## config.mk

```make
export PLATFORM = sky130hd
export DESIGN_NAME = chdr_ingress_top
export DESIGN_NICKNAME = d
export VERILOG_FILES = /design/src/source/chdr_xb_pkg.sv /design/src/source/chdr_dest_join.sv /design/src/source/chdr_ingress_decode.sv /design/src/source/chdr_ingress_top.sv /design/src/source/chdr_packet_gate.sv /design/src/source/chdr_route_table.sv
export VERILOG_INCLUDE_DIRS = /design/src /design/src/source
export SDC_FILE = /design/constraint.sdc
export NUM_CORES = 2
export LEC_CHECK = 0
export ABC_CLOCK_PERIOD_IN_PS = 9800
export BUFFER_PORTS_ARGS = -buffer_cell sky130_fd_sc_hd__buf_2
export CAP_MARGIN = 40
export CORE_AREA = 2 2 408 410
export CTS_CLUSTER_DIAMETER = 80
export DETAILED_ROUTE_END_ITERATION = 6
export DIE_AREA = 0 0 410 412
export PLACE_DENSITY = 0.81
export SLEW_MARGIN = 20
export SYNTH_ARGS = -nofsm -noshare
export SYNTH_HDL_FRONTEND = slang
export SYNTH_SLANG_ARGS = --single-unit
```

## constraint.sdc

```tcl
create_clock -name clk -period 9.8 [get_ports clk]
set_input_delay 0.98 -clock clk [delete_from_list [all_inputs] [get_ports clk]]
set_output_delay 0.98 -clock clk [all_outputs]
set_load 0.03 [all_outputs]
```

## src/source/chdr_xb_consts.svh

```systemverilog
// Shared sizing constants for the CHDR crossbar ingress port
// Include this header wherever a width, depth or node number is needed
`ifndef CHDR_XB_CONSTS_SVH
`define CHDR_XB_CONSTS_SVH

// Width of one CHDR data word
`define CHDR_W 64

// Width of a crossbar output port number (TDEST)
`define DEST_W 4

// The packet gate holds 2**MTU_LOG2 words, which is also the longest packet
`define MTU_LOG2 5

// Port number of this ingress port, used for return-to-source packets
`define NODE_ID 3

// Destination endpoint ID width, taken from the low bits of the header
`define EPID_W 16

// Number of entries in the EPID routing table
`define RT_ENTRIES 8

`endif

```

## src/source/chdr_xb_pkg.sv

```systemverilog
// Types shared by the ingress port blocks
// Refer to them by scoped name, for example chdr_xb_pkg::dest_entry_t
`include "chdr_xb_consts.svh"

package chdr_xb_pkg;

  // --------------------------------------------------------------------------
  // Route mode carried on TID with each packet
  // --------------------------------------------------------------------------

  // Code 3 is unused and decode handles it like ROUTE_TDEST
  typedef enum logic [1:0] {
    ROUTE_EPID    = 2'd0,
    ROUTE_TDEST   = 2'd1,
    RETURN_TO_SRC = 2'd2
  } chdr_route_e;

  // --------------------------------------------------------------------------
  // Destination queue entry
  // --------------------------------------------------------------------------

  // Keep low tells the crossbar to drop the packet (lookup miss)
  typedef struct packed {
    logic               keep;
    logic [`DEST_W-1:0] dest;
  } dest_entry_t;

endpackage

```

## src/source/chdr_dest_join.sv

```systemverilog
// Destination join, queues per-packet destinations and pairs the head
// entry with the gated packet words on the output stream
`timescale 1ns/100ps
`include "chdr_xb_consts.svh"

module chdr_dest_join (
  input  logic                     clk,
  input  logic                     reset,
  input  chdr_xb_pkg::dest_entry_t i_direct_entry,
  input  logic                     i_direct_tvalid,
  output logic                     o_direct_tready,
  input  chdr_xb_pkg::dest_entry_t i_result_entry,
  input  logic                     i_result_tvalid,
  output logic                     o_result_tready,
  input  logic [`CHDR_W-1:0]       i_pkt_tdata,
  input  logic                     i_pkt_tlast,
  input  logic                     i_pkt_tvalid,
  output logic                     o_pkt_tready,
  output logic [`CHDR_W-1:0]       o_tdata,
  output logic [`DEST_W-1:0]       o_tdest,
  output logic                     o_tkeep,
  output logic                     o_tlast,
  output logic                     o_tvalid,
  input  logic                     i_tready
);

  chdr_xb_pkg::dest_entry_t q [2];
  chdr_xb_pkg::dest_entry_t push_entry;
  logic [1:0]               count;
  logic [1:0]               push_pos;
  logic                     head_valid;
  logic                     room;
  logic                     push;
  logic                     pop;

  assign head_valid = (count != 2'd0);
  assign room       = (count != 2'd2);

  // Lookup results win over direct entries when both are offered
  assign o_result_tready = room;
  assign o_direct_tready = room && !i_result_tvalid;
  assign push            = room && (i_result_tvalid || i_direct_tvalid);
  assign push_entry      = i_result_tvalid ? i_result_entry : i_direct_entry;

  // Packet words only move once their destination is known
  assign o_tdata      = i_pkt_tdata;
  assign o_tlast      = i_pkt_tlast;
  assign o_tdest      = q[0].dest;
  assign o_tkeep      = q[0].keep;
  assign o_tvalid     = i_pkt_tvalid && head_valid;
  assign o_pkt_tready = i_tready && head_valid;

  // The head entry is released with the last word of its packet
  assign pop      = o_tvalid && i_tready && i_pkt_tlast;
  assign push_pos = count - {1'b0, pop};

  always_ff @(posedge clk) begin
    if (reset) begin
      count <= 2'd0;
    end else begin
      count <= count + {1'b0, push} - {1'b0, pop};
    end
  end

  // Shift on pop, then write the new entry behind whatever remains
  always_ff @(posedge clk) begin
    if (pop) begin
      q[0] <= q[1];
    end
    if (push) begin
      q[push_pos[0]] <= push_entry;
    end
  end

endmodule

```

## src/source/chdr_ingress_decode.sv

```systemverilog
// Header inspector for the ingress port, forwards words to the packet gate
// and issues one lookup request or one direct destination per packet
`timescale 1ns/100ps
`include "chdr_xb_consts.svh"

module chdr_ingress_decode (
  input  logic                     clk,
  input  logic                     reset,
  input  logic [`CHDR_W-1:0]       i_chdr_tdata,
  input  logic [`DEST_W-1:0]       i_chdr_tdest,
  input  logic [1:0]               i_chdr_tid,
  input  logic                     i_chdr_tlast,
  input  logic                     i_chdr_tvalid,
  output logic                     o_chdr_tready,
  output logic [`CHDR_W-1:0]       o_gate_tdata,
  output logic                     o_gate_tlast,
  output logic                     o_gate_tvalid,
  input  logic                     i_gate_tready,
  output logic [`EPID_W-1:0]       o_find_epid,
  output logic                     o_find_tvalid,
  input  logic                     i_find_tready,
  output chdr_xb_pkg::dest_entry_t o_dest_entry,
  output logic                     o_dest_tvalid,
  input  logic                     i_dest_tready
);

  chdr_xb_pkg::chdr_route_e route;
  logic                     is_hdr;
  logic                     find_room;
  logic                     dest_room;
  logic                     path_room;
  logic                     accept;
  logic                     hdr_stb;

  assign route = chdr_xb_pkg::chdr_route_e'(i_chdr_tid);

  // A one-entry buffer has room when empty or when it drains this cycle
  assign find_room = !o_find_tvalid || i_find_tready;
  assign dest_room = !o_dest_tvalid || i_dest_tready;

  // A header waits until both paths are clear, not only the chosen one
  // This stops a later direct entry from overtaking an earlier lookup
  assign path_room = !is_hdr || (find_room && dest_room);

  // Words pass straight into the gate
  assign o_gate_tdata  = i_chdr_tdata;
  assign o_gate_tlast  = i_chdr_tlast;
  assign o_gate_tvalid = i_chdr_tvalid && path_room;

  // Input ready follows input valid, as on the crossbar port it replaces
  assign o_chdr_tready = i_chdr_tvalid && i_gate_tready && path_room;
  assign accept        = i_chdr_tvalid && o_chdr_tready;
  assign hdr_stb       = accept && is_hdr;

  // The word after a last word is always a header
  always_ff @(posedge clk) begin
    if (reset) begin
      is_hdr <= 1'b1;
    end else if (accept) begin
      is_hdr <= i_chdr_tlast;
    end
  end

  // --------------------------------------------------------------------------
  // Lookup and direct-destination buffers
  // --------------------------------------------------------------------------

  always_ff @(posedge clk) begin
    if (reset) begin
      o_find_tvalid <= 1'b0;
      o_dest_tvalid <= 1'b0;
    end else begin
      if (hdr_stb && route == chdr_xb_pkg::ROUTE_EPID) begin
        o_find_tvalid <= 1'b1;
      end else if (i_find_tready) begin
        o_find_tvalid <= 1'b0;
      end
      if (hdr_stb && route != chdr_xb_pkg::ROUTE_EPID) begin
        o_dest_tvalid <= 1'b1;
      end else if (i_dest_tready) begin
        o_dest_tvalid <= 1'b0;
      end
    end
  end

  // Payloads load only on a header, so they stay stable while waiting
  always_ff @(posedge clk) begin
    if (hdr_stb && route == chdr_xb_pkg::ROUTE_EPID) begin
      o_find_epid <= i_chdr_tdata[`EPID_W-1:0];
    end
    if (hdr_stb && route != chdr_xb_pkg::ROUTE_EPID) begin
      o_dest_entry.keep <= 1'b1;
      // Return-to-source goes back to this port, other codes use TDEST
      if (route == chdr_xb_pkg::RETURN_TO_SRC) begin
        o_dest_entry.dest <= `DEST_W'(`NODE_ID);
      end else begin
        o_dest_entry.dest <= i_chdr_tdest;
      end
    end
  end

endmodule

```

## src/source/chdr_ingress_top.sv

```systemverilog
// Ingress side of one crossbar port, gates each packet and tags it with
// its output port and a keep flag before it enters the crossbar
`timescale 1ns/100ps
`include "chdr_xb_consts.svh"

module chdr_ingress_top (
  input  logic               clk,
  input  logic               reset,
  input  logic [`CHDR_W-1:0] i_chdr_tdata,
  input  logic [`DEST_W-1:0] i_chdr_tdest,
  input  logic [1:0]         i_chdr_tid,
  input  logic               i_chdr_tlast,
  input  logic               i_chdr_tvalid,
  output logic               o_chdr_tready,
  output logic [`CHDR_W-1:0] o_chdr_tdata,
  output logic [`DEST_W-1:0] o_chdr_tdest,
  output logic               o_chdr_tkeep,
  output logic               o_chdr_tlast,
  output logic               o_chdr_tvalid,
  input  logic               i_chdr_tready,
  input  logic               i_cfg_wr,
  input  logic [`EPID_W-1:0] i_cfg_epid,
  input  logic [`DEST_W-1:0] i_cfg_port
);

  // --------------------------------------------------------------------------
  // Internal streams
  // --------------------------------------------------------------------------

  // Decode to gate
  logic [`CHDR_W-1:0]       gate_i_tdata;
  logic                     gate_i_tlast;
  logic                     gate_i_tvalid;
  logic                     gate_i_tready;
  // Gate to join
  logic [`CHDR_W-1:0]       gate_o_tdata;
  logic                     gate_o_tlast;
  logic                     gate_o_tvalid;
  logic                     gate_o_tready;
  // Decode to table, table to join
  logic [`EPID_W-1:0]       find_epid;
  logic                     find_tvalid;
  logic                     find_tready;
  chdr_xb_pkg::dest_entry_t result_entry;
  logic                     result_tvalid;
  logic                     result_tready;
  // Decode to join
  chdr_xb_pkg::dest_entry_t direct_entry;
  logic                     direct_tvalid;
  logic                     direct_tready;

  chdr_ingress_decode chdr_ingress_decode_inst (
    .clk           (clk),
    .reset         (reset),
    .i_chdr_tdata  (i_chdr_tdata),
    .i_chdr_tdest  (i_chdr_tdest),
    .i_chdr_tid    (i_chdr_tid),
    .i_chdr_tlast  (i_chdr_tlast),
    .i_chdr_tvalid (i_chdr_tvalid),
    .o_chdr_tready (o_chdr_tready),
    .o_gate_tdata  (gate_i_tdata),
    .o_gate_tlast  (gate_i_tlast),
    .o_gate_tvalid (gate_i_tvalid),
    .i_gate_tready (gate_i_tready),
    .o_find_epid   (find_epid),
    .o_find_tvalid (find_tvalid),
    .i_find_tready (find_tready),
    .o_dest_entry  (direct_entry),
    .o_dest_tvalid (direct_tvalid),
    .i_dest_tready (direct_tready)
  );

  chdr_packet_gate chdr_packet_gate_inst (
    .clk      (clk),
    .reset    (reset),
    .i_tdata  (gate_i_tdata),
    .i_tlast  (gate_i_tlast),
    .i_tvalid (gate_i_tvalid),
    .o_tready (gate_i_tready),
    .o_tdata  (gate_o_tdata),
    .o_tlast  (gate_o_tlast),
    .o_tvalid (gate_o_tvalid),
    .i_tready (gate_o_tready)
  );

  chdr_route_table chdr_route_table_inst (
    .clk             (clk),
    .reset           (reset),
    .i_cfg_wr        (i_cfg_wr),
    .i_cfg_epid      (i_cfg_epid),
    .i_cfg_port      (i_cfg_port),
    .i_find_epid     (find_epid),
    .i_find_tvalid   (find_tvalid),
    .o_find_tready   (find_tready),
    .o_result_entry  (result_entry),
    .o_result_tvalid (result_tvalid),
    .i_result_tready (result_tready)
  );

  chdr_dest_join chdr_dest_join_inst (
    .clk             (clk),
    .reset           (reset),
    .i_direct_entry  (direct_entry),
    .i_direct_tvalid (direct_tvalid),
    .o_direct_tready (direct_tready),
    .i_result_entry  (result_entry),
    .i_result_tvalid (result_tvalid),
    .o_result_tready (result_tready),
    .i_pkt_tdata     (gate_o_tdata),
    .i_pkt_tlast     (gate_o_tlast),
    .i_pkt_tvalid    (gate_o_tvalid),
    .o_pkt_tready    (gate_o_tready),
    .o_tdata         (o_chdr_tdata),
    .o_tdest         (o_chdr_tdest),
    .o_tkeep         (o_chdr_tkeep),
    .o_tlast         (o_chdr_tlast),
    .o_tvalid        (o_chdr_tvalid),
    .i_tready        (i_chdr_tready)
  );

endmodule

```

## src/source/chdr_packet_gate.sv

```systemverilog
// Whole-packet buffer, a packet becomes readable only once its last word
// is stored, so it always leaves as one unbroken burst
`timescale 1ns/100ps
`include "chdr_xb_consts.svh"

module chdr_packet_gate (
  input  logic               clk,
  input  logic               reset,
  input  logic [`CHDR_W-1:0] i_tdata,
  input  logic               i_tlast,
  input  logic               i_tvalid,
  output logic               o_tready,
  output logic [`CHDR_W-1:0] o_tdata,
  output logic               o_tlast,
  output logic               o_tvalid,
  input  logic               i_tready
);

  localparam int DEPTH = 2 ** `MTU_LOG2;

  // Each entry is the last flag above the data word
  logic [`CHDR_W:0]   mem [DEPTH];
  logic [`MTU_LOG2:0] wr_ptr;
  logic [`MTU_LOG2:0] rd_ptr;
  logic [`MTU_LOG2:0] cmt_ptr;
  logic [`MTU_LOG2:0] used;
  logic               wr_en;
  logic               rd_en;

  // Pointers carry one extra bit, so a full memory reads as used == DEPTH
  assign used     = wr_ptr - rd_ptr;
  assign o_tready = !used[`MTU_LOG2];
  assign wr_en    = i_tvalid && o_tready;

  // The read side only sees words below the committed pointer
  assign o_tvalid = (rd_ptr != cmt_ptr);
  assign rd_en    = o_tvalid && i_tready;

  // Asynchronous read lets a committed word show on the very next cycle
  assign {o_tlast, o_tdata} = mem[rd_ptr[`MTU_LOG2-1:0]];

  // --------------------------------------------------------------------------
  // Pointer control
  // --------------------------------------------------------------------------

  always_ff @(posedge clk) begin
    if (reset) begin
      wr_ptr  <= '0;
      rd_ptr  <= '0;
      cmt_ptr <= '0;
    end else begin
      if (wr_en) begin
        wr_ptr <= wr_ptr + 1'b1;
        // Commit the packet along with its last word
        if (i_tlast) begin
          cmt_ptr <= wr_ptr + 1'b1;
        end
      end
      if (rd_en) begin
        rd_ptr <= rd_ptr + 1'b1;
      end
    end
  end

  // Storage
  always_ff @(posedge clk) begin
    if (wr_en) begin
      mem[wr_ptr[`MTU_LOG2-1:0]] <= {i_tlast, i_tdata};
    end
  end

endmodule

```

## src/source/chdr_route_table.sv

```systemverilog
// EPID routing table, written through a plain strobe port and searched
// one request at a time on the find stream
`timescale 1ns/100ps
`include "chdr_xb_consts.svh"

module chdr_route_table (
  input  logic                     clk,
  input  logic                     reset,
  input  logic                     i_cfg_wr,
  input  logic [`EPID_W-1:0]       i_cfg_epid,
  input  logic [`DEST_W-1:0]       i_cfg_port,
  input  logic [`EPID_W-1:0]       i_find_epid,
  input  logic                     i_find_tvalid,
  output logic                     o_find_tready,
  output chdr_xb_pkg::dest_entry_t o_result_entry,
  output logic                     o_result_tvalid,
  input  logic                     i_result_tready
);

  localparam int IDX_W = $clog2(`RT_ENTRIES);

  logic               ent_valid [`RT_ENTRIES];
  logic [`EPID_W-1:0] ent_epid  [`RT_ENTRIES];
  logic [`DEST_W-1:0] ent_port  [`RT_ENTRIES];
  logic [IDX_W:0]     fill;
  logic               wr_hit;
  logic [IDX_W-1:0]   wr_idx;
  logic               wr_en;
  logic               find_hit;
  logic [`DEST_W-1:0] find_port;
  logic               find_stb;

  // Compare both the write EPID and the find EPID against every entry
  always_comb begin
    wr_hit    = 1'b0;
    wr_idx    = fill[IDX_W-1:0];
    find_hit  = 1'b0;
    find_port = '0;
    for (int i = 0; i < `RT_ENTRIES; i++) begin
      if (ent_valid[i] && ent_epid[i] == i_cfg_epid) begin
        wr_hit = 1'b1;
        wr_idx = IDX_W'(i);
      end
      if (ent_valid[i] && ent_epid[i] == i_find_epid) begin
        find_hit  = 1'b1;
        find_port = ent_port[i];
      end
    end
  end

  // --------------------------------------------------------------------------
  // Table update
  // --------------------------------------------------------------------------

  // A known EPID is rewritten in place, a new one takes the next free slot
  // New EPIDs are ignored once every slot is used
  assign wr_en = i_cfg_wr && (wr_hit || !fill[IDX_W]);

  always_ff @(posedge clk) begin
    if (reset) begin
      fill <= '0;
      for (int i = 0; i < `RT_ENTRIES; i++) begin
        ent_valid[i] <= 1'b0;
      end
    end else if (wr_en) begin
      ent_valid[wr_idx] <= 1'b1;
      if (!wr_hit) begin
        fill <= fill + 1'b1;
      end
    end
  end

  always_ff @(posedge clk) begin
    if (wr_en) begin
      ent_epid[wr_idx] <= i_cfg_epid;
      ent_port[wr_idx] <= i_cfg_port;
    end
  end

  // --------------------------------------------------------------------------
  // Lookup
  // --------------------------------------------------------------------------

  // One result at a time, held until the join takes it
  assign o_find_tready = !o_result_tvalid;
  assign find_stb      = i_find_tvalid && o_find_tready;

  always_ff @(posedge clk) begin
    if (reset) begin
      o_result_tvalid <= 1'b0;
    end else if (find_stb) begin
      o_result_tvalid <= 1'b1;
    end else if (i_result_tready) begin
      o_result_tvalid <= 1'b0;
    end
  end

  // A miss gives keep low and port zero
  always_ff @(posedge clk) begin
    if (find_stb) begin
      o_result_entry.keep <= find_hit;
      o_result_entry.dest <= find_port;
    end
  end

endmodule

```

# Word-level counts from Yosys, hierarchy flattened
# Memories as Yosys holds them, arrays and structs flattened. A register that Yosys moved wholly into a read port is not among the register bits.
# Index checks and enable logic that the tools add are counted.
dict set report totals {
  reg_bits 53
  latchBits 0
  ram_bits 2258
  mem_bits_ro 0
  input_bits 96
  output_inout_bits 72
  wordCells 149
  memories 5
}
# name depth word_bits read_ports rd_clocked_by_memory_dff write_ports line_no
set mem_list {}
lappend mem_list {chdr_packet_gate_inst.mem 32 65 1 1 1 chdr_packet_gate.sv:22} ;# logic [`CHDR_W:0] mem [DEPTH];
lappend mem_list {chdr_route_table_inst.ent_epid 8 16 8 0 1 chdr_route_table.sv:23} ;# logic [`EPID_W-1:0] ent_epid [`RT_ENTRIES];
lappend mem_list {chdr_route_table_inst.ent_port 8 4 8 0 1 chdr_route_table.sv:24} ;# logic [`DEST_W-1:0] ent_port [`RT_ENTRIES];
lappend mem_list {chdr_dest_join_inst.q 2 5 2 0 2 chdr_dest_join.sv:27} ;# chdr_xb_pkg::dest_entry_t q [2];
lappend mem_list {chdr_route_table_inst.ent_valid 8 1 8 0 8 chdr_route_table.sv:22} ;# logic ent_valid [`RT_ENTRIES];
dict set report classes {
  add_sub_neg 7
  multipliers 0
  div 0
  order_cmp 0
  eq_ne 20
  shifts 0
  n_mux 49
  bitwise_logic 1
  reduce_logical 54
}
# op count
set op_table {}
lappend op_table {{equality test 16 bit} 16}
lappend op_table {{logical AND 1 bit} 34}
lappend op_table {{two-way mux 4 bit} 8}
lappend op_table {{two-way mux 1 bit} 29}
lappend op_table {{two-way mux 3 bit} 9}
lappend op_table {{two-way mux 5 bit} 3}
lappend op_table {{adder 6 x 1 -> 6 bit (second input constant)} 2}
lappend op_table {{nonzero test 2 bit} 4}
lappend op_table {{OR reduction 7 bit} 1}
lappend op_table {{zero test 1 bit} 6}
lappend op_table {{!= test 6 bit} 1}
lappend op_table {{subtractor 6 bit} 1}
lappend op_table {{logical OR 1 bit} 5}
lappend op_table {{adder 4 x 1 -> 4 bit (second input constant)} 1}
lappend op_table {{!= test 2 bit (second input constant)} 2}
lappend op_table {{AND reduction 2 bit} 2}
lappend op_table {{adder 2 x 1 -> 2 bit} 1}
lappend op_table {{equality test 2 bit (second input constant)} 1}
lappend op_table {{zero test 2 bit} 1}
lappend op_table {{subtractor 2 x 1 -> 2 bit} 1}
lappend op_table {{NOT 1 bit} 1}
lappend op_table {{OR reduction 1 bit} 1}
lappend op_table {{subtractor 1 bit} 1}

# Longest topological paths before layout
# An unclocked memory read counts as a cell.
dict set report logic_depth {
  depth_word 18
  depth_mapped 12
  ltp_nobuf 10
}

# Modules after synthesis
# Synthesis repeated with hierarchy kept, for this count alone.
dict set report hier_totals {
  hier_cells 4191
  area_unflattened_um2 92072.1
}
# module instances cells_each area_per_inst_um2 seq_area_each_um2
set modules_own_cells {}
lappend modules_own_cells {chdr_packet_gate 1 3239 80243.2 62920.3}
lappend modules_own_cells {chdr_route_table 1 732 9376.5 5215.0}
lappend modules_own_cells {chdr_ingress_decode 1 111 1310.0 660.6}
lappend modules_own_cells {chdr_dest_join 1 109 1142.3 340.3}

# Worst setup path before layout
# OpenSTA, ideal clock, no wires.
dict set report synth_path {
  kind {register to register}
  startpoint {reg chdr_packet_gate_inst.rd_ptr[1]}
  endpoint {mem chdr_packet_gate_inst.mem[10][0] (netlist bit), enable pin}
  setup_time_ns 0.489
  arrival_ns 5.045
  path_slack_ns 4.267
  stages_incl_launch_ff 11
  cell_sequence {dfxtp_1 inv_1 ha_1 a21o_1 a21o_1 a21o_1 a21o_1 xor2_1 clkbuf_1 nand3_1 nor2_1}
}
dict set report synth_between {
  elab_chain_cells 5
}
# item line_no
set synth_rtl {}
lappend synth_rtl {{start: declaration} chdr_packet_gate.sv:24} ;# logic [`MTU_LOG2:0] rd_ptr;
lappend synth_rtl {{start signal: assignment} chdr_packet_gate.sv:60} ;# rd_ptr <= rd_ptr + 1'b1;
lappend synth_rtl {{subtractor 6 bit} chdr_packet_gate.sv:31} ;# assign used = wr_ptr - rd_ptr;
lappend synth_rtl {{zero test 1 bit} chdr_packet_gate.sv:32} ;# assign o_tready = !used[`MTU_LOG2];
lappend synth_rtl {{logical AND 1 bit} chdr_packet_gate.sv:33} ;# assign wr_en = i_tvalid && o_tready;
lappend synth_rtl {{two-way mux 1 bit} chdr_packet_gate.sv:67} ;# if (wr_en) begin
lappend synth_rtl {{two-way mux 1 bit} chdr_packet_gate.sv:68} ;# mem[wr_ptr[`MTU_LOG2-1:0]] <= {i_tlast, i_tdata};
lappend synth_rtl {{end: declaration} chdr_packet_gate.sv:22}
# Every way passes these cells.

==> run summary <==
* 149 — num rows
* reg2out — Setup CP Type
* 90200 um2 — combined area of all synthesized cells
* finished, final reports clean — run status
* 37.6 um — wire length per cell
* 0.549 — effective utilization at floorplan
* 0.295 — total track usage
* 45075 — via total after detailed routing
* 0 — setup violators final
* 0.528 — share of power burned in registers
* 13.1% — growth of design area from synthesis to finish
* 0 — final routed DRC violation total
* 7877 — DR iter-0 viols
* 164000 um2 — Floorplan Core Area
* 5.68 ns — Tmin final
* 0 — Post-CTS Setup Bufs
* 58 — largest fanout on the critical path
* 0 — number of max-slew violations in the final report
* 3 — CTS max path bufs
* built — CTS tree
* 2316 — total number of clock tree sinks
* 115000 um — Final HPWL DP
* 0 — total number of yosys warnings
* 0.580 — Final Cycle Share
* 8.82 ns — endpoint required time on the critical path
* 4 — number of H-tree branching levels
* 0.0738 ns — clock skew
* 248000 um — Total Routed Length
* 410 um — Die Span X
* 4.70 ns — data arrival time of the critical path
* 0.89 ns — Clock Latency Late Sink
* 4312 — number of nets at the end of the flow
* 31.0 nW — Static Leak
* 1.05 ns — Least-Margin Pin Slew
* 4.57 mW — switching power summed over all nets
* 218 — cts bufs inserted
* 0 — total count of hold-check failures in the final report
* 56 — count of unique library cells instantiated by Yosys
* 0 ns — final sum of negative setup slack
* 0 — number of max-cap violations
* 4007 — number of nets in the synthesized netlist
* 16.3 mW — cell internal power dissipation
* 0.766 — post-synthesis sequential area ratio
* 169000 um2 — die area
* 6.84 — via/cell ratio
* 0.000199 V — Worst VDD drop
* 0 — Routed Antenna Nets
* 0.371 ns — worst hold slack
* 5 — detailed-router iteration count before antenna repair
* 176 MHz — FMAX
* 46254 — vias in the first global route
* 3898 — Post-Synthesis Cells
* 0 — PostCTS Resize Cnt
* 168 — I/O pin count
* sky130_fd_sc_hd__edfxtp_1 — prevailing post-synth register cell
* 0 — total overflow reported by the global router
* 0.303 — Rel. slew slack
* false — setup repair after global routing missed its margin
* 23.1 um2 — post-synthesis average cell area
* 0.06 ns — Clock transition at path regs
* sky130_fd_sc_hd__clkbuf_16 — Clock Root Buffer
* in2reg — classification of the worst-slack hold path
* 167 — number of I/O port buffers
* 151 — largest net degree at the start of global routing
* 205 nW/um2 — pwr dens
* 0.043 — combinational fraction of design power
* 0.429 — relative contribution of the clock network to total power
* 412 um — vertical die dimension
* 0.219 — switch share
* 2316 — synthesized flop and latch total
* 10034 — number of inserted filler cells in the final layout
* 0 — FFs w/ async S/R, synth
* register — launching element type of the critical path
* 27 — antenna violations before repair
* output port — crit end category
* 0.819 — final weighted congestion of routability-driven global placement
* 0 — hold buffers post-CTS
* 2275 — number of flops mapped to enable cells by yosys
* 350000 um — wire length of the first global-routing pass
* 0.315 — fraction of layout cells with a size suffix above 1
## kinds of logic (layout without fill, tap and decap cells)
group	count (synthesis)	in the layout	share of synthesized area
DFF	2316	2316	0.766
muxes	734	734	0.173
xor gates and xnor gates	275	275	0.0267
and+or+nand+nor	264	264	0.0158
buffers and inverters	227	719	0.0113
AOI/OAI and AO/OA	69	69	0.00534
adders and majority gates	13	13	0.00180
other	0	11	0
## layout make-up
type                       count  area, um2  area share
inverter                      30        115     0.00113
sequential                  2316      69200       0.678
timing repair buffer         282       2240      0.0219
multi-input combinational   1355      20300       0.199
tap                         2189       2740      0.0268
clock inverter               148       1840      0.0181
antenna                       11       27.5    0.000270
clock buffer                 259       5660      0.0555
## path summary, 6_finish.rpt
check / slack (ns) / to / cells past startpoint / from
max: 4.12 / o_chdr_tdata[33] / 6 / register
max reg2reg: 5.22 / chdr_packet_gate_inst.mem[20][21] / 13 / chdr_packet_gate_inst.rd_ptr[1]
min reg2reg: 0.49 / chdr_ingress_decode_inst.o_find_tvalid / 2 / chdr_ingress_decode_inst.o_find_tvalid
min: 0.37 / chdr_dest_join_inst.count[0] / 2 / reset
## metrics by stage
stage	power, mW	area, um2	worst slack, ns	utilization	instances
after floorplan	11.7	90200	4.27	-	3898
after global placement	12.1	93800	4.87	0.571	6137
after detailed placement	12.1	94300	4.95	0.574	6162
after CTS	20.9	102000	3.91	0.620	6569
after global routing	21.3	102000	4.05	0.621	6587
final	20.9	102000	4.12	0.621	6590
## layer usage
layer  part of all wire  global-route usage  vias up
li1                   -                   -    17032
met1               0.34               0.392    23454
met2               0.50               0.484     3973
met3               0.12              0.0669      600
met4              0.037               0.107       16
met5            0.00042                   0        -
## worst max-delay path, cell delays in order (launching register included)
cell	delay, ns
sky130_fd_sc_hd__dfxtp_4	0.76
sky130_fd_sc_hd__buf_4	0.82
sky130_fd_sc_hd__buf_4	0.74
sky130_fd_sc_hd__mux4_2	0.47
sky130_fd_sc_hd__mux4_2	0.46
sky130_fd_sc_hd__mux2_2	0.31
sky130_fd_sc_hd__buf_2	0.19
## layout by cell type, fill, tap and decap left out, types with 29 or more instances in the layout
| cell | instances |
|---|---|
| sky130_fd_sc_hd__edfxtp_1 | 2275 |
| sky130_fd_sc_hd__mux4_2 | 650 |
| sky130_fd_sc_hd__clkbuf_16 | 220 |
| sky130_fd_sc_hd__buf_2 | 167 |
| sky130_fd_sc_hd__xnor2_1 | 161 |
| sky130_fd_sc_hd__xor2_1 | 114 |
| sky130_fd_sc_hd__mux2_2 | 74 |
| sky130_fd_sc_hd__buf_4 | 74 |
| sky130_fd_sc_hd__clkinv_1 | 49 |
| sky130_fd_sc_hd__nor2_1 | 40 |
| sky130_fd_sc_hd__nand4_1 | 38 |
| sky130_fd_sc_hd__clkbuf_1 | 38 |
| sky130_fd_sc_hd__dfxtp_1 | 36 |
| sky130_fd_sc_hd__bufinv_16 | 33 |
| sky130_fd_sc_hd__clkinv_2 | 32 |
| sky130_fd_sc_hd__nor4_1 | 31 |
| sky130_fd_sc_hd__nand2_1 | 30 |
| sky130_fd_sc_hd__inv_1 | 29 |
## synth_stat cells (3+ instances only)
library cell | n | area (um2)
sky130_fd_sc_hd__o21ai_0 | 7 | 35.0
sky130_fd_sc_hd__nor4_2 | 3 | 37.5
sky130_fd_sc_hd__mux4_2 | 650 | 14600
sky130_fd_sc_hd__nand4b_1 | 3 | 26.3
sky130_fd_sc_hd__xnor2_1 | 161 | 1410
sky130_fd_sc_hd__nand2b_1 | 20 | 125
sky130_fd_sc_hd__nand3_1 | 25 | 125
sky130_fd_sc_hd__buf_4 | 16 | 120
sky130_fd_sc_hd__nor2b_1 | 7 | 43.8
sky130_fd_sc_hd__or2_2 | 3 | 18.8
sky130_fd_sc_hd__mux2i_1 | 9 | 90.1
sky130_fd_sc_hd__nor4_1 | 31 | 194
sky130_fd_sc_hd__nor3_1 | 7 | 35.0
sky130_fd_sc_hd__xor2_1 | 114 | 998
sky130_fd_sc_hd__o2111ai_1 | 3 | 26.3
sky130_fd_sc_hd__nor2_1 | 67 | 251
sky130_fd_sc_hd__a21oi_1 | 20 | 100
sky130_fd_sc_hd__nand2_1 | 30 | 113
sky130_fd_sc_hd__and2_1 | 5 | 31.3
sky130_fd_sc_hd__buf_2 | 72 | 360
sky130_fd_sc_hd__mux2_2 | 74 | 833
sky130_fd_sc_hd__o31ai_1 | 9 | 67.6
sky130_fd_sc_hd__inv_1 | 30 | 113
sky130_fd_sc_hd__and3_1 | 9 | 56.3
sky130_fd_sc_hd__and4_1 | 4 | 35.0
sky130_fd_sc_hd__o22ai_1 | 3 | 18.8
sky130_fd_sc_hd__edfxtp_1 | 2275 | 68300
sky130_fd_sc_hd__clkbuf_1 | 95 | 357
sky130_fd_sc_hd__a21o_1 | 5 | 37.5
sky130_fd_sc_hd__a31o_2 | 3 | 26.3
sky130_fd_sc_hd__or3_1 | 4 | 25.0
sky130_fd_sc_hd__buf_1 | 12 | 45.0
sky130_fd_sc_hd__dfxtp_1 | 41 | 821
sky130_fd_sc_hd__nand4_1 | 38 | 238
sky130_fd_sc_hd__ha_1 | 13 | 163
## sequential cells by signal, summed over array words and instances, names as in the netlist, 5 cells and up, named ones only
register / cells
chdr_dest_join_inst.q: 10
chdr_route_table_inst.o_result_entry: 5
chdr_route_table_inst.ent_valid: 8
chdr_ingress_decode_inst.o_find_epid: 16
chdr_packet_gate_inst.wr_ptr: 6
chdr_packet_gate_inst.cmt_ptr: 6
chdr_route_table_inst.ent_port: 32
chdr_packet_gate_inst.mem: 2080
chdr_packet_gate_inst.rd_ptr: 6
chdr_route_table_inst.ent_epid: 128
## power groups by stage
stage,Clock (mW),Combinational (mW),Sequential (mW)
global placement,0,0.822,11.2
detailed placement,0,0.852,11.2
CTS,8.98,0.878,11.0
floorplan,0,0.501,11.2
finish,8.97,0.892,11.0
global route,9.32,0.935,11.0
No activity file was read; power rests on OpenSTA's default activity.
